$ cat src/synth_ctrl_pkg.sv
`default_nettype none

package synth_ctrl_pkg;

    // upper nibble of midi status bytes
    localparam logic [3:0] STATUS_NOTE_OFF = 4'h8;
    localparam logic [3:0] STATUS_NOTE_ON  = 4'h9;
    localparam logic [3:0] STATUS_CTRL     = 4'hB;
    localparam logic [3:0] STATUS_PRG      = 4'hC;
    localparam logic [3:0] STATUS_PITCH    = 4'hE;
    localparam logic [3:0] STATUS_SYS      = 4'hF;

    localparam int DATA_W = 7;   // midi data byte payload
    localparam int BEND_W = 14;

    localparam logic [DATA_W-1:0] CC_ALL_NOTES_OFF = 7'd123;

    // parser to allocator message kinds
    localparam logic [1:0] KIND_NOTE_ON  = 2'd1;
    localparam logic [1:0] KIND_NOTE_OFF = 2'd2;
    localparam logic [1:0] KIND_ALL_OFF  = 2'd3;

    typedef struct packed {
        logic [DATA_W-1:0] key;
        logic [DATA_W-1:0] velocity;
    } note_body_t;

    typedef struct packed {
        logic [DATA_W-1:0] number;
        logic [DATA_W-1:0] value;
    } ctrl_body_t;

    // same two data bytes, read per status type
    typedef union packed {
        note_body_t note;
        ctrl_body_t ctrl;
    } msg_body_u;

    typedef struct packed {
        logic       valid;
        logic [1:0] kind;
        msg_body_u  body;
    } note_msg_t;

    typedef struct packed {
        logic              valid;
        logic              on;
        logic [DATA_W-1:0] key;
        logic [DATA_W-1:0] velocity;
    } note_event_t;

    typedef struct packed {
        logic      valid;
        msg_body_u body;
    } ctrl_event_t;

    typedef struct packed {
        logic              valid;
        logic [DATA_W-1:0] prog;
    } prg_event_t;

    typedef struct packed {
        logic              valid;
        logic [BEND_W-1:0] bend;
    } pitch_event_t;

endpackage

`default_nettype wire

$ cat src/midi_uart_rx.sv
`timescale 1ns/1ps
`default_nettype none

module midi_uart_rx #(
    parameter int CLKS_PER_BIT = 800
) (
    input  logic       CLOCK_25,
    input  logic       reset_reg_N,
    input  logic       midi_rxd,
    output logic       rx_valid,
    output logic [7:0] rx_byte
);

    localparam int CNT_W = $clog2(CLKS_PER_BIT);

    localparam logic [1:0] ST_IDLE  = 2'd0;
    localparam logic [1:0] ST_START = 2'd1;
    localparam logic [1:0] ST_DATA  = 2'd2;
    localparam logic [1:0] ST_STOP  = 2'd3;

    logic             rxd_meta;
    logic             rxd_sync;
    logic             rxd_prev;
    logic [1:0]       state;
    logic [CNT_W-1:0] clk_cnt;
    logic [2:0]       bit_cnt;
    logic [7:0]       shift_reg;
    logic             fall;
    logic             half_bit;
    logic             full_bit;

    assign fall     = rxd_prev && !rxd_sync;
    assign half_bit = (clk_cnt == CNT_W'(CLKS_PER_BIT / 2 - 1));
    assign full_bit = (clk_cnt == CNT_W'(CLKS_PER_BIT - 1));

    always_ff @(posedge CLOCK_25) begin
        if (!reset_reg_N) begin
            rxd_meta <= 1'b1;   // idle line is high
            rxd_sync <= 1'b1;
            rxd_prev <= 1'b1;
            state    <= ST_IDLE;
            clk_cnt  <= '0;
            bit_cnt  <= '0;
            rx_valid <= 1'b0;
        end else begin
            rxd_meta <= midi_rxd;
            rxd_sync <= rxd_meta;
            rxd_prev <= rxd_sync;
            rx_valid <= 1'b0;
            clk_cnt  <= clk_cnt + 1'b1;
            case (state)
                ST_IDLE: begin
                    clk_cnt <= '0;
                    if (fall) begin
                        state <= ST_START;
                    end
                end
                ST_START: begin
                    if (half_bit) begin
                        clk_cnt <= '0;
                        bit_cnt <= '0;
                        state   <= rxd_sync ? ST_IDLE : ST_DATA;   // glitch, not a start bit
                    end
                end
                ST_DATA: begin
                    if (full_bit) begin
                        clk_cnt <= '0;
                        bit_cnt <= bit_cnt + 1'b1;
                        if (bit_cnt == 3'd7) begin
                            state <= ST_STOP;
                        end
                    end
                end
                default: begin
                    if (full_bit) begin
                        rx_valid <= rxd_sync;   // framing error drops the byte
                        state    <= ST_IDLE;
                    end
                end
            endcase
        end
    end

    always_ff @(posedge CLOCK_25) begin
        if (state == ST_DATA && full_bit) begin
            shift_reg <= {rxd_sync, shift_reg[7:1]};   // lsb first
        end
        if (state == ST_STOP && full_bit) begin
            rx_byte <= shift_reg;
        end
    end

endmodule

`default_nettype wire

$ cat src/midi_msg_parser.sv
`timescale 1ns/1ps
`default_nettype none

module midi_msg_parser import synth_ctrl_pkg::*; (
    input  logic         CLOCK_25,
    input  logic         reset_reg_N,
    input  logic         rx_valid,
    input  logic [7:0]   rx_byte,
    input  logic [3:0]   midi_ch,
    output note_msg_t    note_msg,
    output ctrl_event_t  ctrl_evt,
    output prg_event_t   prg_evt,
    output pitch_event_t pitch_evt
);

    logic              status_ok;   // running status is a channel message
    logic [7:0]        run_status;
    logic              byte_cnt;
    logic [DATA_W-1:0] data0;
    logic [3:0]        cmd;
    logic              is_chan_status;
    logic              is_common;
    logic              is_data;
    logic              one_byte;
    logic              msg_done;
    logic              our_ch;
    logic              msg_v;
    logic              ctrl_v;
    logic              prg_v;
    logic              pitch_v;
    logic [1:0]        msg_kind;
    msg_body_u         msg_body;

    assign cmd            = run_status[7:4];
    assign is_chan_status = rx_valid && rx_byte[7] && (rx_byte[7:4] != STATUS_SYS);
    assign is_common      = rx_valid && (rx_byte[7:3] == 5'b11110);   // f0..f7
    assign is_data        = rx_valid && !rx_byte[7] && status_ok;
    assign one_byte       = (cmd == STATUS_PRG);
    assign msg_done       = is_data && (one_byte || byte_cnt);
    assign our_ch         = (run_status[3:0] == midi_ch);

    always_ff @(posedge CLOCK_25) begin
        if (!reset_reg_N) begin
            status_ok <= 1'b0;
            byte_cnt  <= 1'b0;
            msg_v     <= 1'b0;
            ctrl_v    <= 1'b0;
            prg_v     <= 1'b0;
            pitch_v   <= 1'b0;
        end else begin
            msg_v   <= 1'b0;
            ctrl_v  <= 1'b0;
            prg_v   <= 1'b0;
            pitch_v <= 1'b0;
            if (is_chan_status) begin
                status_ok <= 1'b1;
                byte_cnt  <= 1'b0;
            end else if (is_common) begin
                status_ok <= 1'b0;   // sysex data bytes fall through unused
                byte_cnt  <= 1'b0;
            end else if (is_data) begin
                byte_cnt <= !one_byte && !byte_cnt;
            end
            if (msg_done && our_ch) begin
                case (cmd)
                    STATUS_NOTE_ON, STATUS_NOTE_OFF: begin
                        msg_v <= 1'b1;
                    end
                    STATUS_CTRL: begin
                        ctrl_v <= 1'b1;
                        msg_v  <= (data0 == CC_ALL_NOTES_OFF);
                    end
                    STATUS_PRG: begin
                        prg_v <= 1'b1;
                    end
                    STATUS_PITCH: begin
                        pitch_v <= 1'b1;
                    end
                    default: begin
                    end
                endcase
            end
        end
    end

    always_ff @(posedge CLOCK_25) begin
        if (is_chan_status) begin
            run_status <= rx_byte;
        end
        if (is_data && !byte_cnt) begin
            data0 <= rx_byte[DATA_W-1:0];
        end
        if (msg_done) begin
            msg_body.note <= '{key: data0, velocity: rx_byte[DATA_W-1:0]};
            if (cmd == STATUS_CTRL) begin
                msg_kind <= KIND_ALL_OFF;
            end else if (cmd == STATUS_NOTE_ON && rx_byte[DATA_W-1:0] != '0) begin
                msg_kind <= KIND_NOTE_ON;
            end else begin
                msg_kind <= KIND_NOTE_OFF;   // includes note on with zero velocity
            end
        end
    end

    assign note_msg  = '{valid: msg_v, kind: msg_kind, body: msg_body};
    assign ctrl_evt  = '{valid: ctrl_v, body: msg_body};
    assign prg_evt   = '{valid: prg_v, prog: msg_body.ctrl.value};
    assign pitch_evt = '{valid: pitch_v, bend: {msg_body.ctrl.value, msg_body.ctrl.number}};

endmodule

`default_nettype wire

$ cat src/voice_allocator.sv
`timescale 1ns/1ps
`default_nettype none

module voice_allocator import synth_ctrl_pkg::*; #(
    parameter int VOICES  = 8,
    parameter int VOICE_W = 3
) (
    input  logic               CLOCK_25,
    input  logic               reset_reg_N,
    input  note_msg_t          note_msg,
    input  logic [VOICES-1:0]  voice_free,
    output logic [VOICES-1:0]  keys_on,
    output note_event_t        note_evt,
    output logic [VOICE_W-1:0] note_voice,
    output logic [VOICE_W:0]   active_keys
);

    logic [VOICES-1:0]  free_meta;
    logic [VOICES-1:0]  free_sync;
    logic [DATA_W-1:0]  voice_key [VOICES];
    logic [VOICE_W-1:0] rank [VOICES];       // 0 is the newest held note
    logic [VOICE_W-1:0] rank_nxt [VOICES];
    logic [VOICES-1:0]  held_nxt;
    logic [VOICE_W-1:0] free_idx;
    logic [VOICE_W-1:0] idle_idx;
    logic [VOICE_W-1:0] old_idx;
    logic [VOICE_W-1:0] off_idx;
    logic [VOICE_W-1:0] on_idx;
    logic               free_found;
    logic               idle_found;
    logic               off_found;
    logic               is_on;
    logic               is_off;
    logic               is_all_off;
    logic               evt_v;
    logic               evt_on;
    logic [DATA_W-1:0]  evt_key;
    logic [DATA_W-1:0]  evt_vel;

    function automatic logic [VOICE_W:0] count_held(input logic [VOICES-1:0] held);
        logic [VOICE_W:0] n;
        n = '0;
        for (int i = 0; i < VOICES; i++) begin
            n = n + {{VOICE_W{1'b0}}, held[i]};
        end
        return n;
    endfunction

    assign is_on      = note_msg.valid && (note_msg.kind == KIND_NOTE_ON);
    assign is_off     = note_msg.valid && (note_msg.kind == KIND_NOTE_OFF);
    assign is_all_off = note_msg.valid && (note_msg.kind == KIND_ALL_OFF);

    // downward scan so the lowest index wins
    always_comb begin
        free_found = 1'b0;
        idle_found = 1'b0;
        off_found  = 1'b0;
        free_idx   = '0;
        idle_idx   = '0;
        off_idx    = '0;
        old_idx    = '0;
        for (int v = VOICES - 1; v >= 0; v--) begin
            if (!keys_on[v] && free_sync[v]) begin
                free_found = 1'b1;
                free_idx   = VOICE_W'(v);
            end
            if (!keys_on[v]) begin
                idle_found = 1'b1;
                idle_idx   = VOICE_W'(v);
            end
            if (keys_on[v] && voice_key[v] == note_msg.body.note.key) begin
                off_found = 1'b1;
                off_idx   = VOICE_W'(v);
            end
            if (keys_on[v] && rank[v] == VOICE_W'(VOICES - 1)) begin
                old_idx = VOICE_W'(v);   // only reached when every voice is held
            end
        end
    end

    assign on_idx = free_found ? free_idx : (idle_found ? idle_idx : old_idx);

    always_comb begin
        held_nxt = keys_on;
        rank_nxt = rank;
        if (is_on) begin
            for (int v = 0; v < VOICES; v++) begin
                if (keys_on[v] && VOICE_W'(v) != on_idx) begin
                    rank_nxt[v] = rank[v] + 1'b1;
                end
            end
            held_nxt[on_idx] = 1'b1;
            rank_nxt[on_idx] = '0;
        end else if (is_off && off_found) begin
            held_nxt[off_idx] = 1'b0;
            for (int v = 0; v < VOICES; v++) begin
                if (keys_on[v] && rank[v] > rank[off_idx]) begin
                    rank_nxt[v] = rank[v] - 1'b1;   // close the gap in age order
                end
            end
        end else if (is_all_off) begin
            held_nxt = '0;
        end
    end

    always_ff @(posedge CLOCK_25) begin
        if (!reset_reg_N) begin
            keys_on     <= '0;
            active_keys <= '0;
            evt_v       <= 1'b0;
            for (int v = 0; v < VOICES; v++) begin
                rank[v] <= '0;
            end
        end else begin
            keys_on     <= held_nxt;
            active_keys <= count_held(held_nxt);
            rank        <= rank_nxt;
            evt_v       <= is_on || (is_off && off_found);
        end
    end

    always_ff @(posedge CLOCK_25) begin
        free_meta <= voice_free;
        free_sync <= free_meta;
        if (is_on) begin
            voice_key[on_idx] <= note_msg.body.note.key;   // stolen voice just takes the new key
        end
        if (note_msg.valid) begin
            note_voice <= is_on ? on_idx : off_idx;
            evt_on     <= is_on;
            evt_key    <= note_msg.body.note.key;
            evt_vel    <= note_msg.body.note.velocity;
        end
    end

    assign note_evt = '{valid: evt_v, on: evt_on, key: evt_key, velocity: evt_vel};

endmodule

`default_nettype wire

$ cat src/synth_controller.sv
`timescale 1ns/1ps
`default_nettype none

module synth_controller import synth_ctrl_pkg::*; #(
    parameter int VOICES       = 8,
    parameter int VOICE_W      = 3,
    parameter int CLKS_PER_BIT = 800   // 31250 baud at 25 MHz
) (
    input  logic               CLOCK_25,
    input  logic               reset_reg_N,
    input  logic               midi_rxd,
    input  logic [3:0]         midi_ch,
    input  logic [VOICES-1:0]  voice_free,
    output logic [VOICES-1:0]  keys_on,
    output note_event_t        note_evt,
    output logic [VOICE_W-1:0] note_voice,
    output logic [VOICE_W:0]   active_keys,
    output ctrl_event_t        ctrl_evt,
    output prg_event_t         prg_evt,
    output pitch_event_t       pitch_evt
);

    logic       rx_valid;
    logic [7:0] rx_byte;
    note_msg_t  note_msg;

    midi_uart_rx #(
        .CLKS_PER_BIT (CLKS_PER_BIT)
    ) i_midi_uart_rx (
        .CLOCK_25    (CLOCK_25),
        .reset_reg_N (reset_reg_N),
        .midi_rxd    (midi_rxd),
        .rx_valid    (rx_valid),
        .rx_byte     (rx_byte)
    );

    midi_msg_parser i_midi_msg_parser (
        .CLOCK_25    (CLOCK_25),
        .reset_reg_N (reset_reg_N),
        .rx_valid    (rx_valid),
        .rx_byte     (rx_byte),
        .midi_ch     (midi_ch),
        .note_msg    (note_msg),
        .ctrl_evt    (ctrl_evt),
        .prg_evt     (prg_evt),
        .pitch_evt   (pitch_evt)
    );

    voice_allocator #(
        .VOICES  (VOICES),
        .VOICE_W (VOICE_W)
    ) i_voice_allocator (
        .CLOCK_25    (CLOCK_25),
        .reset_reg_N (reset_reg_N),
        .note_msg    (note_msg),
        .voice_free  (voice_free),
        .keys_on     (keys_on),
        .note_evt    (note_evt),
        .note_voice  (note_voice),
        .active_keys (active_keys)
    );

endmodule

`default_nettype wire

$ cat config.mk
export PLATFORM = sky130hd
export DESIGN_NAME = synth_controller
export DESIGN_NICKNAME = d
export VERILOG_FILES = /design/src/synth_ctrl_pkg.sv /design/src/midi_uart_rx.sv /design/src/midi_msg_parser.sv /design/src/voice_allocator.sv /design/src/synth_controller.sv
export SDC_FILE = /design/constraint.sdc
export NUM_CORES = 1
export LEC_CHECK = 0
export BUFFER_PORTS_ARGS = -buffer_cell sky130_fd_sc_hd__buf_2
export CORE_ASPECT_RATIO = 1.2
export CORE_UTILIZATION = 35
export CTS_CLUSTER_DIAMETER = 80
export CTS_CLUSTER_SIZE = 14
export DETAILED_ROUTE_END_ITERATION = 10
export SYNTH_ARGS = -nofsm -noshare
export SYNTH_HDL_FRONTEND = slang
export SYNTH_SLANG_ARGS = --single-unit
$ cat constraint.sdc
create_clock -name CLOCK_25 -period 11.5 [get_ports CLOCK_25]
set_input_delay 1.725 -clock CLOCK_25 [delete_from_list [all_inputs] [get_ports CLOCK_25]]
set_output_delay 1.725 -clock CLOCK_25 [all_outputs]
set_load 0.01 [all_outputs]
Word level (Yosys, flattened, before mapping)

Memory sizes are Yosys's and may differ from the RTL's.
Cells that the tools add are included.

Flip-flop bits (word level): 143
Bits in writable memories: 56
Bits of input ports: 15
Output and inout port bits: 69
Word-level logic and storage cells: 353
Memories kept: 1

Memory list:

| memory                      | words | bits a word | rd ports | clocked after memory_dff | write ports | RTL line              | source |
|---|---|---|---|---|---|---|---|
| i_voice_allocator.voice_key | 8     | 7           | 8        | 0                        | 1           | voice_allocator.sv:20 | `logic [DATA_W-1:0] voice_key [VOICES];` |

Add/sub/neg operators: 25
$lt $le $gt $ge: 15
Equality and inequality tests: 45
Muxes and demuxes: 119
Bitwise gates (word level): 9
Reductions and logical operators: 103

Operator list:

| kind                  | number |
|---|---|
| $mux 3                | 64 |
| $logic_and 1x1->1     | 60 |
| $eq 7x7->1            | 8 |
| $mux 24               | 2 |
| $mux 1                | 33 |
| $pmux 10 s3           | 1 |
| $add 3x1->3 const B   | 9 |
| $eq 3x3->1 const B    | 9 |
| $add 4x1->4           | 6 |
| $and 24x24->24        | 1 |
| $gt 3x3->1            | 8 |
| $mux 8                | 3 |
| $not 24->24           | 1 |
| $sub 3x1->3 const B   | 8 |
| $reduce_bool 2->1     | 11 |
| $eq 4x4->1 const B    | 5 |
| $mux 10               | 2 |
| $reduce_and 2->1      | 9 |
| $mux 2                | 7 |
| $logic_not 1->1       | 12 |
| $ne 3x3->1 const A    | 4 |
| $add 10x1->10 const B | 1 |
| $eq 10x10->1 const B  | 1 |
| $eq 10x9->1 const B   | 1 |
| other kinds (34)      | 50 |

Logic depth before layout (Yosys ltp)

Gate-level depths: netlist of run 1.
An unclocked memory read counts as a cell.

Depth in word-level cells: 26
Gate-level depth with buffers: 19
Gate-level depth less buffers: 19

By module

A second synthesis of run 1 with hierarchy kept.

Cell total of the unflattened synthesis: 895
Area total of the unflattened synthesis: 10,143.5 um2

By module, submodules not included:

| module          | instances | cells an instance | area an instance (um2) | seq. area each (um2) |
|---|---|---|---|---|
| voice_allocator | 1         | 664               | 7,069.3                | 3,283.1 |
| midi_msg_parser | 1         | 114               | 1,626.6                | 1,051.0 |
| midi_uart_rx    | 1         | 117               | 1,447.6                | 860.8 |

Worst setup path before layout of run 1

OpenSTA, ideal clock, no wires.

Kind: register -> register
Start point: reg i_voice_allocator.rank[4] (netlist name)
End point: reg i_voice_allocator.active_keys[1]
Setup time: 67 ps
Arrival: 4,740 ps
Data required time: 11,433 ps
Setup slack: 6,693 ps
Cell stages (with the launch flop): 19
Path buffers: 0
Period minus slack after synthesis: 4,807 ps
Path through: dfxtp_1 > ha_1 > ha_1 > nand2_1 > a32o_1 > a22oi_1 > o21ai_0 > a211o_1 > nor3_1 > o22a_1 > ha_1 > inv_1 > fa_1 > fa_1 > inv_1 > fa_1 > inv_1 > fa_1 > nor2_1

Cells in the longest elaborated chain, start to end: 24
Elaborated cells on any way between the ends: 25
Classes of those cells: add/sub (7); order compare (2); eq/ne (1); mux (12); bitwise (1); reduce/logical (2)

RTL lines:

| item                                                                  | RTL line               | source |
|---|---|---|
| from (decl)                                                           | voice_allocator.sv:21  | `logic [VOICE_W-1:0] rank [VOICES];` |
| from (signal assigned)                                                | voice_allocator.sv:117 | `rank <= rank_nxt;` |
| $eq 3x3->1 (*)                                                        | voice_allocator.sv:75  | `if (keys_on[v] && rank[v] == VOICE_W'(VOICES - 1)) begin` |
| $logic_and 1x1->1 (*)                                                 | voice_allocator.sv:75  |  |
| $mux 3 (*) (7 in a row)                                               | voice_allocator.sv:75  |  |
| $mux 3 (*) (2 in a row)                                               | voice_allocator.sv:81  | `assign on_idx = free_found ? free_idx : (idle_found ? idle_idx : old_idx);` |
| $lt 3x4->1 (not written as such) / $ge 3x1->1 (equally long branches) | voice_allocator.sv:92  | `held_nxt[on_idx] = 1'b1;` |
| $logic_and 1x1->1 (not written as such)                               | voice_allocator.sv:92  |  |
| $mux 1 (not written as such)                                          | voice_allocator.sv:92  |  |
| $demux 1 s3 (*)                                                       | n/a                    |  |
| $or 8x8->8 (no source line) (*)                                       | n/a                    |  |
| $mux 8 (*)                                                            | voice_allocator.sv:86  | `if (is_on) begin` |
| net i_voice_allocator.held_nxt[0]                                     | voice_allocator.sv:23  | `logic [VOICES-1:0] held_nxt;` |
| $add 1x1->2 (*)                                                       | voice_allocator.sv:44  | `n = n + {{VOICE_W{1'b0}}, held[i]};` |
| $add 4x1->4 (*) (6 in a row)                                          | voice_allocator.sv:44  |  |
| to (signal assigned)                                                  | voice_allocator.sv:116 | `active_keys <= count_held(held_nxt);` |
| to (decl)                                                             | voice_allocator.sv:15  | `output logic [VOICE_W:0] active_keys` |

Mark *: on every way through the listed nets, which the timed path passes. The rest lies on a longest branch.
A chain may end at the register's enable or synchronous reset.

Worst setup path in the final report of run 1

Start point: reg i_midi_msg_parser.msg_v
End point: reg i_voice_allocator.active_keys[1]

Cells in the longest elaborated chain, start to end: 11
Elaborated cells on any way between the ends: 14
Classes of those cells: add/sub (7); mux (3); reduce/logical (4)

RTL lines:

| item                                               | RTL line                                      | source |
|---|---|---|
| from (decl)                                        | midi_msg_parser.sv:27                         | `logic msg_v;` |
| from (signal assigned)                             | midi_msg_parser.sv:71                         | `msg_v <= (data0 == CC_ALL_NOTES_OFF);` |
| $logic_and 1x1->1 (on tied branches)               | voice_allocator.sv:51, voice_allocator.sv:50  |  |
| $mux 8 / $logic_and 1x1->1 (equally long branches) | voice_allocator.sv:101, voice_allocator.sv:94 |  |
| $mux 8                                             | voice_allocator.sv:94                         | `end else if (is_off && off_found) begin` |
| $mux 8 (*)                                         | voice_allocator.sv:86                         |  |
| net i_voice_allocator.held_nxt[0]                  | voice_allocator.sv:23                         |  |
| $add 1x1->2 (*)                                    | voice_allocator.sv:44                         |  |
| $add 4x1->4 (*) (6 in a row)                       | voice_allocator.sv:44                         |  |

Marks and branches as above.

==> impl_metrics.ini, run 1 <==
[global_routing]
first_global_vias = 6532
antenna_found_initial = 0
gr-usage-all-layers_pct = 16.6
grt.overflow.total = 0
grt_first_pass_wirelength_um = 36700
grt_start_max_net_pins = 28

[sta]
slew_violations = 0
setup_repair_after_global_routing_missed_its_margin = no
worst_pin_slew_ns = 1.16
timing.hold.ws_ns = 0.325
fin_skew_ns = 0.0204
summed_negative_setup_slack_over_all_endpoints_ns = 0
finalSetupViolCount = 0
final_min_period_over_clock_period_pct = 53.3
timing.slew.headroom_pct = 21.9
fmaxAchievable_ghz = 0.163
timing_hold_violations_final = 0
period_needed_ns = 6.13
final_critical_path_setup_slack_ns = 5.37

[floorplanning]
die_h_um = 186
floorplan.core_area_sq_um = 27900
fp-row-count = 67
floorplan.die_area_sq_um = 29000
start_util_pct = 35.5
die_w_um = 156
num_io_pins = 84

[yosys]
async_flop_share_pct = 0
synth_cell_types = 67
synth.yosys.warnings = 0
postSynthNetCount = 945
synth.area.top_cells = sky130_fd_sc_hd__edfxtp_1 (37%), sky130_fd_sc_hd__dfxtp_1 (16%), sky130_fd_sc_hd__ha_1 (7.4%)
synth_enable_flop_cells = 121
yosysSeqAreaShare_pct = 52.4
syn_area_sq_um = 9910
synth_area_per_cell_sq_um = 11.4
synthCells = 867
yosys_register_bits = 199
synth_flop_cell = sky130_fd_sc_hd__edfxtp_1
post-synth-top-area-cell = sky130_fd_sc_hd__edfxtp_1
yosys.area.top_type_share_pct = 36.7

[routing]
routed-via-count = 6776
initialDrtViolationCount = 440
routed_wire_length_per_instance_um = 17.7
antenna_violating_nets_post_route = 0
routed_wirelength_um = 23300
drcViolationCount = 0
routed_via_density = 5.15
firstDrtPassIters = 5

[cells_and_area]
most_used_cells_in_the_layout_excluding_fill_and_tap_cells = sky130_fd_sc_hd__edfxtp_1 (121), sky130_fd_sc_hd__buf_2 (83), sky130_fd_sc_hd__dfxtp_1 (78)
fin_nets = 1001
layout_top_registers = i_voice_allocator.voice_key x56, i_voice_allocator.rank x24, i_midi_msg_parser.msg_body x14
n_antenna_cell = 0
final_common_cell = sky130_fd_sc_hd__edfxtp_1
largest_register_ffs = 56
proportion_of_layout_cells_with_a_drive_suffix_above_1_pct = 16.7
syn_to_final_growth_pct = 12.3
regMostFlops = i_voice_allocator.voice_key

[clock_tree]
clkSinkCount = 199
insertion_delay_of_the_later_clocked_pin_in_the_worst_skew_pair_ns = 0.45
post-cts-setup-buffers = 0
htree_num_levels = 4
postCtsHoldBufs = 0
clockRootBuffer = sky130_fd_sc_hd__clkbuf_16
tritoncts = yes
postCtsResizedCells = 0
reg_clk_slew_reported_paths_ns = 0.08
number_of_clock_buffers_inserted_by_tritoncts = 17
ctsLongestPathBuffers = 2

[hold_path]
min_path_type = register to register

[power_and_ir_drop]
total_power_mw = 1.42
leak_nw = 3.98
power.ir.vdd_worst_mv = 0.0770
power.density_nw_per_um2 = 127

[worst_setup_path]
end_kind = register
cp_top_family = adder cells
startpoint_type = register
path_max_fanout = 24
critPathBufInv = 4
setup.worst_path.class = register to register
max_stage_delay_ns = 0.96
worstPathCellList = nand2_1 -> or2_2 -> inv_1 -> nand2_1 -> nor3_1 -> o22a_1 -> ha_1 -> inv_1 -> fa_1 -> fa_1 -> inv_1 -> fa_1 -> inv_1 -> fa_1 -> nor2_1
critical_path_required_ns = 11.89
critPathArrivalTime_ns = 6.52
critical_path.slowest_cell = sky130_fd_sc_hd__nor3_1

[flow_run]
timing.max_cap.violations = 0

[placement]
post_dp_hpwl_um = 16200
globalplace.congestion = 0.881
io_buffer_count = 83
dp_slack_ns = 5.37

[status]
status = finished clean
[worst paths after layout]
kind | startpoint | end | slack (ns) | cells past startpoint
hold / removal | i_voice_allocator.free_meta[3] | i_voice_allocator.free_sync[3] | 0.32 | 0
setup / recovery | i_midi_msg_parser.msg_v | i_voice_allocator.active_keys[1] | 5.37 | 15
setup reg to reg | i_midi_msg_parser.msg_v | i_voice_allocator.active_keys[1] | 5.37 | 15
hold reg to reg | i_voice_allocator.free_meta[3] | i_voice_allocator.free_sync[3] | 0.32 | 0
[power by group]
part / internal [mW] / leakage (nW) / switching (mW)
combinational: 0.0149 / 1.96 / 0.0263
sequential: 0.752 / 1.72 / 0.00395
clock: 0.310 / 0.301 / 0.310
[cell usage after synthesis, types with 6 or more instances]
library cell,count
sky130_fd_sc_hd__ha_1,59
sky130_fd_sc_hd__a22oi_1,6
sky130_fd_sc_hd__nand2b_1,10
sky130_fd_sc_hd__nor2_1,55
sky130_fd_sc_hd__o211ai_1,7
sky130_fd_sc_hd__inv_1,44
sky130_fd_sc_hd__nor3_1,31
sky130_fd_sc_hd__a21oi_1,23
sky130_fd_sc_hd__mux2i_1,24
sky130_fd_sc_hd__nor4_1,6
sky130_fd_sc_hd__xnor2_1,55
sky130_fd_sc_hd__o21ai_0,14
sky130_fd_sc_hd__nand4_1,24
sky130_fd_sc_hd__nor2b_1,11
sky130_fd_sc_hd__edfxtp_1,121
sky130_fd_sc_hd__clkbuf_1,9
sky130_fd_sc_hd__dfxtp_1,78
sky130_fd_sc_hd__buf_6,7
sky130_fd_sc_hd__a31oi_1,9
sky130_fd_sc_hd__buf_4,30
sky130_fd_sc_hd__nand2_1,56
sky130_fd_sc_hd__a311oi_1,6
sky130_fd_sc_hd__xor2_1,18
sky130_fd_sc_hd__nand3_1,30
sky130_fd_sc_hd__a21o_1,6
sky130_fd_sc_hd__and2_1,13
sky130_fd_sc_hd__buf_2,9
[per-layer routing]
metal  up-vias  wire [um]  track usage (%)
li1       3243          -                -
met1      3314       9850             20.2
met2       176      11700             28.2
met3        43       1030             3.30
met4         0        731             7.28
met5         -          0                0
[layout make-up]
cell class	instances	area, sq um
fillers	2685	16800
flip-flops and latches	199	5190
multi-input cells	566	4160
repair buffers	94	498
well taps	379	474
clock buffers	18	450
clock inverters	14	179
inverters	45	169
[through the flow]
step	util, %	area [sq um]	cells
6_report	39.9	11100	1315
5_1_grt	39.9	11100	1315
4_1_cts	39.9	11100	1315
3_5_place_dp	37.6	10500	1283
3_3_place_gp	37.6	10500	1283
2_1_floorplan	-	9910	867
[cell families after synthesis]
logic type | share of synthesized area, %
AND/OR/NAND/NOR | 14.5
flip-flops | 52.4
adder cells (fa/ha/maj) | 8.25
multiplexers | 2.65
AO/OA/AOI/OAI | 10.1
buffers and inverters | 5.64
XOR/XNOR | 6.45
Note: power is estimated with default switching activity, not from simulation.
==> inputs of run 2 (changes only) <==
==> constraint.sdc (replaced) <==
create_clock -name CLOCK_25 -period 5.6 [get_ports CLOCK_25]
set_input_delay 0.84 -clock CLOCK_25 [delete_from_list [all_inputs] [get_ports CLOCK_25]]
set_output_delay 0.84 -clock CLOCK_25 [all_outputs]
set_load 0.01 [all_outputs]
==> run 2 against run 1 <==
Clock power up 110%; critical path depth up 1; sequential share of layout area down 0.75 points; largest cell class unchanged; first-iteration DRC count down 7.3%; wire length up 1.9%; clock skew down 0.0014 ns; clock-buffer cell count down 1; via count up 0.99%; global-route usage up 0.099 points; critical path type unchanged; register-to-register slack worse by 4.8 ns; non-clock buffer count up 22; largest power group unchanged.
==> impl_metrics.ini, run 2 (synthesis gave the netlist of run 1 again) <==
[sta]
timing.slew.headroom_pct = 33.0
period_needed_ns = 5.03
final_min_period_over_clock_period_pct = 89.9
fmaxAchievable_ghz = 0.199
fin_skew_ns = 0.0190
setup_repair_after_global_routing_missed_its_margin = no
worst_pin_slew_ns = 1.00
timing_hold_violations_final = 0
finalSetupViolCount = 0
slew_violations = 0
summed_negative_setup_slack_over_all_endpoints_ns = 0

[clock_tree]
insertion_delay_of_the_later_clocked_pin_in_the_worst_skew_pair_ns = 0.45
postCtsResizedCells = 0
reg_clk_slew_reported_paths_ns = 0.08
ctsLongestPathBuffers = 2
clockRootBuffer = sky130_fd_sc_hd__clkbuf_16
post-cts-setup-buffers = 0
postCtsHoldBufs = 0
number_of_clock_buffers_inserted_by_tritoncts = 17
tritoncts = yes
clkSinkCount = 199
htree_num_levels = 4

[worst_setup_path]
worstPathCellList = inv_1 -> a2111oi_2 -> o2111ai_1 -> a21oi_1 -> a211o_1 -> nor3_1 -> o22a_1 -> ha_1 -> inv_1 -> fa_1 -> fa_1 -> inv_1 -> fa_1 -> inv_1 -> fa_1 -> nor2_1
setup.worst_path.class = register to register
register_to_register_setup_slack_ns = 0.57
critical_path_cell_count = 16
crit-reg2reg-capture = i_voice_allocator.active_keys[1]
max_stage_delay_ns = 0.59
critPathArrivalTime_ns = 5.41
reg2regPathDepth = 16
cp_top_family = adder cells
critical_path_required_ns = 5.98
path_max_fanout = 11
r2r_start = i_voice_allocator.keys_on[0]
critical_path.slowest_cell = sky130_fd_sc_hd__dfxtp_1
end_kind = register
startpoint_type = register
critPathBufInv = 4

[routing]
drcViolationCount = 0
firstDrtPassIters = 5
routed_via_density = 5.11
antenna_violating_nets_post_route = 0
routed-via-count = 6843
routed_wirelength_um = 23700
routed_wire_length_per_instance_um = 17.7
initialDrtViolationCount = 408

[cells_and_area]
layout_top_registers = i_voice_allocator.voice_key x56, i_voice_allocator.rank x24, i_midi_msg_parser.msg_body x14
fin_nets = 1023
largest_register_ffs = 56
proportion_of_layout_cells_with_a_drive_suffix_above_1_pct = 18.6
syn_to_final_growth_pct = 14.1
regMostFlops = i_voice_allocator.voice_key
most_used_cells_in_the_layout_excluding_fill_and_tap_cells = sky130_fd_sc_hd__edfxtp_1 (121), sky130_fd_sc_hd__buf_2 (83), sky130_fd_sc_hd__dfxtp_1 (78)
final_common_cell = sky130_fd_sc_hd__edfxtp_1

[hold_path]
endpoint_worst_hold = i_voice_allocator.free_sync[1]
hold-path-cell-count = 0
holdCritStartpoint = i_voice_allocator.free_meta[1]
min_path_type = register to register

[global_routing]
gr-usage-all-layers_pct = 16.7
grt_first_pass_wirelength_um = 36800
grt_start_max_net_pins = 28
grt.overflow.total = 0
antenna_found_initial = 1
first_global_vias = 6563

[power_and_ir_drop]
power.density_nw_per_um2 = 262
leak_nw = 4.11
power.ir.vdd_worst_mv = 0.160
total_power_mw = 2.96

[floorplanning]
fp-row-count = 67
die_w_um = 156
start_util_pct = 35.5
die_h_um = 186
floorplan.die_area_sq_um = 29000
floorplan.core_area_sq_um = 27900
num_io_pins = 84

[flow_run]
timing.max_cap.violations = 0

[placement]
globalplace.congestion = 0.994
io_buffer_count = 83
post_dp_hpwl_um = 17100

[status]
status = finished clean
run 2: cell types whose count changed in the layout (fill, tap and decap cells not counted), sizes merged:
cell	before	now
bufinv	0	2
clkinv	7	6
clkbuf	18	17
clkinvlp	1	0
inv	51	52
diode	0	1
buf	94	116
run 2: worst max path at each step:
| stage | start | endpoint | slack, ns |
|---|---|---|---|
| after CTS | i_voice_allocator.keys_on[0] | i_voice_allocator.active_keys[1] | 0.61 |
| after floorplan | i_voice_allocator.rank[4] | i_voice_allocator.active_keys[1] | 0.79 |
| final | i_voice_allocator.keys_on[0] | i_voice_allocator.active_keys[1] | 0.57 |
| after detailed placement | i_voice_allocator.keys_on[0] | i_voice_allocator.active_keys[1] | 0.63 |
| after global routing | i_voice_allocator.keys_on[0] | i_voice_allocator.active_keys[1] | 0.26 |
| after global placement | i_voice_allocator.keys_on[0] | i_voice_allocator.active_keys[1] | 0.69 |
run 2: final cells by class:
cell class | instances | area [sq um]
fillers | 2650 | 16600
flip-flops and latches | 199 | 5190
multi-input cells | 566 | 4160
repair buffers | 116 | 663
well taps | 379 | 474
clock buffers | 17 | 425
clock inverters | 15 | 219
inverters | 45 | 169
diodes | 1 | 2.50
run 2: metrics by stage:
stage | instances | hold slack (ns) | cell area (sq um) | utilization, % | worst slack [ns]
finish | 1338 | 0.329 | 11300 | 40.5 | 0.567
global route | 1337 | 0.337 | 11300 | 40.5 | 0.258
CTS | 1337 | 0.329 | 11300 | 40.5 | 0.610
detailed placement | 1305 | 0.312 | 10700 | 38.2 | 0.626
global placement | 1305 | 0.313 | 10700 | 38.2 | 0.685
floorplan | 867 | 0.310 | 9910 | - | 0.793
run 2: per-layer routing:
layer / vias to the layer above / part of all wire (%) / global-route usage (%)
li1: 3279 / - / -
met1: 3312 / 43 / 20.9
met2: 205 / 48 / 27.4
met3: 47 / 5.4 / 3.25
met4: 0 / 3.3 / 7.99
met5: - / 0 / 0
run 2: where the power goes:
group          switching, mW  total (mW)  internal [mW]
Clock                  0.627        1.32          0.697
Sequential           0.00870        1.55           1.54
Combinational         0.0547      0.0861         0.0314
Total                  0.690        2.96           2.27
==> inputs of run 3 (changes only) <==
==> constraint.sdc (replaced) <==
create_clock -name CLOCK_25 -period 4.15 [get_ports CLOCK_25]
set_input_delay 0.6225 -clock CLOCK_25 [delete_from_list [all_inputs] [get_ports CLOCK_25]]
set_output_delay 0.6225 -clock CLOCK_25 [all_outputs]
set_load 0.01 [all_outputs]
==> run 3 against run 2 <==
Wire length up 5.0%; clock power up 22%; register-to-register slack worse by 0.70 ns; the run now ends with negative setup slack left; total power up 29%; highest routed layer unchanged; fmax up 18%; sequential share of layout area down 3.8 points; clock-buffer cell count up 1; critical path type unchanged; cell count up 7.2%; critical path depth up 1; die area unchanged; first-iteration DRC count up 25%.
==> impl_metrics.ini, run 3 (synthesis gave the netlist of run 1 again) <==
[clock_tree]
reg_clk_slew_reported_paths_ns = 0.08
ctsLongestPathBuffers = 2
number_of_clock_buffers_inserted_by_tritoncts = 17
postCtsHoldBufs = 0
clockRootBuffer = sky130_fd_sc_hd__clkbuf_16
tritoncts = yes
htree_num_levels = 4
insertion_delay_of_the_later_clocked_pin_in_the_worst_skew_pair_ns = 0.44
clkSinkCount = 199

[routing]
routed-via-count = 7272
firstDrtPassIters = 6
routed_wire_length_per_instance_um = 17.3
drcViolationCount = 0
routed_via_density = 5.07
routed_wirelength_um = 24900
antenna_violating_nets_post_route = 0
initialDrtViolationCount = 509

[global_routing]
first_global_vias = 7171
grt_first_pass_wirelength_um = 38600
grt_start_max_net_pins = 27
gr-usage-all-layers_pct = 17.4
grt.overflow.total = 0
antenna_found_initial = 0

[power_and_ir_drop]
power.ir.vdd_worst_mv = 0.229
total_power_mw = 3.84
power.density_nw_per_um2 = 310
leak_nw = 4.58

[worst_setup_path]
path_max_fanout = 4
critical-path-top-cell-by-count = sky130_fd_sc_hd__ha_4
crit-reg2reg-capture = i_voice_allocator.active_keys[1]
critPathArrivalTime_ns = 4.65
setup.worst_path.class = register to register
critPathBufInv = 3
crit_path_end = i_voice_allocator.active_keys[1]
worstPathCellList = ha_4 -> ha_4 -> or4_4 -> a21oi_4 -> o211ai_1 -> nand2_2 -> nor3_4 -> o22a_1 -> ha_4 -> inv_2 -> fa_1 -> fa_1 -> inv_1 -> fa_2 -> inv_2 -> fa_2 -> nor2_1
r2r_start = i_voice_allocator.rank[21]
setup.worst_path.start = i_voice_allocator.rank[21]
critical_path_required_ns = 4.52
startpoint_type = register
cp_top_family = adder cells
max_stage_delay_ns = 0.53
reg2regPathDepth = 17
critical_path.slowest_cell = sky130_fd_sc_hd__or4_4
end_kind = register
critical_path_cell_count = 17
register_to_register_setup_slack_ns = -0.13

[cells_and_area]
n_antenna_cell = 0
proportion_of_layout_cells_with_a_drive_suffix_above_1_pct = 30.4
most_used_cells_in_the_layout_excluding_fill_and_tap_cells = sky130_fd_sc_hd__edfxtp_1 (121), sky130_fd_sc_hd__buf_4 (121), sky130_fd_sc_hd__buf_2 (84)
largest_register_ffs = 56
regMostFlops = i_voice_allocator.voice_key
fin_nets = 1121
syn_to_final_growth_pct = 24.7
layout_top_registers = i_voice_allocator.voice_key x56, i_voice_allocator.rank x24, i_midi_msg_parser.msg_body x14

[placement]
dp_slack_ns = -0.0761
io_buffer_count = 83
post_dp_hpwl_um = 18300
globalplace.congestion = 0.888

[floorplanning]
start_util_pct = 35.5
floorplan.core_area_sq_um = 27900
fp-row-count = 67
die_h_um = 186
die_w_um = 156
floorplan.die_area_sq_um = 29000
num_io_pins = 84

[status]
status = finished with violations
failing_checks = negative setup slack

[hold_path]
min_path_type = input pin to register

[sta]
finalSetupViolCount = 2
fin_skew_ns = 0.0145
worst_pin_slew_ns = 0.947
period_needed_ns = 4.28
final_min_period_over_clock_period_pct = 103
setup_repair_after_global_routing_missed_its_margin = yes
timing.slew.headroom_pct = 36.6
fmaxAchievable_ghz = 0.234
final_critical_path_setup_slack_ns = -0.130
timing_hold_violations_final = 0
slew_violations = 0

[flow_run]
timing.max_cap.violations = 0
-- run 3: where the power goes --
group	switching [mW]	internal, mW	total, mW
logic	0.0812	0.0485	0.130
clock network	0.766	0.844	1.61
registers	0.0112	2.09	2.10
-- run 3: what timing repair did --
item,4_1_cts,5_1_grt
pin swaps,7,29
gates resized for setup,4,29
setup endpoints to repair,11,27
setup buffers,3,15
-- run 3: worst reg2reg max path, delay by kind of cell (launching register included) --
family | cells | cell delay [ns]
fa+ha+maj | 7 | 2.33
buf+inv | 3 | 0.14
compound gates | 3 | 0.55
simple gates | 4 | 0.84
flops | 1 | 0.34
-- run 3: metal layers --
layer	up-vias	GRT usage (%)	wire length, um
li1	3485	-	-
met1	3606	20.6	10400
met2	138	31.0	13000
met3	43	2.53	759
met4	0	7.54	750
met5	-	0	0
-- run 3: how the worst min path moves through the flow --
stage | endpoint | cells past startpoint | start | slack (ns)
3_5_place_dp | i_voice_allocator.free_sync[6] | 0 | i_voice_allocator.free_meta[6] | 0.31
2_1_floorplan | i_voice_allocator.free_sync[0] | 0 | i_voice_allocator.free_meta[0] | 0.31
4_1_cts | i_voice_allocator.free_meta[2] | 1 | voice_free[2] | 0.27
5_1_grt | i_voice_allocator.free_meta[2] | 1 | voice_free[2] | 0.26
3_3_place_gp | i_voice_allocator.free_sync[6] | 0 | i_voice_allocator.free_meta[6] | 0.31
6_report | i_voice_allocator.free_meta[1] | 1 | voice_free[1] | 0.29
-- run 3: cell type report --
type                            instances  area (sq um)
Fill cell                            2543         15600
Sequential cell                       199          5200
Multi-Input combinational cell        566          4460
Timing Repair Buffer                  214          1480
Tap cell                              379           474
Clock buffer                           18           429
Inverter                               45           169
Clock inverter                         14           138
-- run 3: through the flow --
step | hold slack, ns | cells | cell area [sq um] | util, % | setup TNS [ns]
floorplan | 0.310 | 867 | 10100 | - | -0.0872
global placement | 0.312 | 1385 | 11500 | 41.2 | -0.0702
finish | 0.287 | 1435 | 12400 | 44.3 | -0.193
CTS | 0.266 | 1420 | 12100 | 43.4 | -0.0895
detailed placement | 0.314 | 1385 | 11500 | 41.2 | -0.182
global route | 0.260 | 1435 | 12400 | 44.3 | -0.652
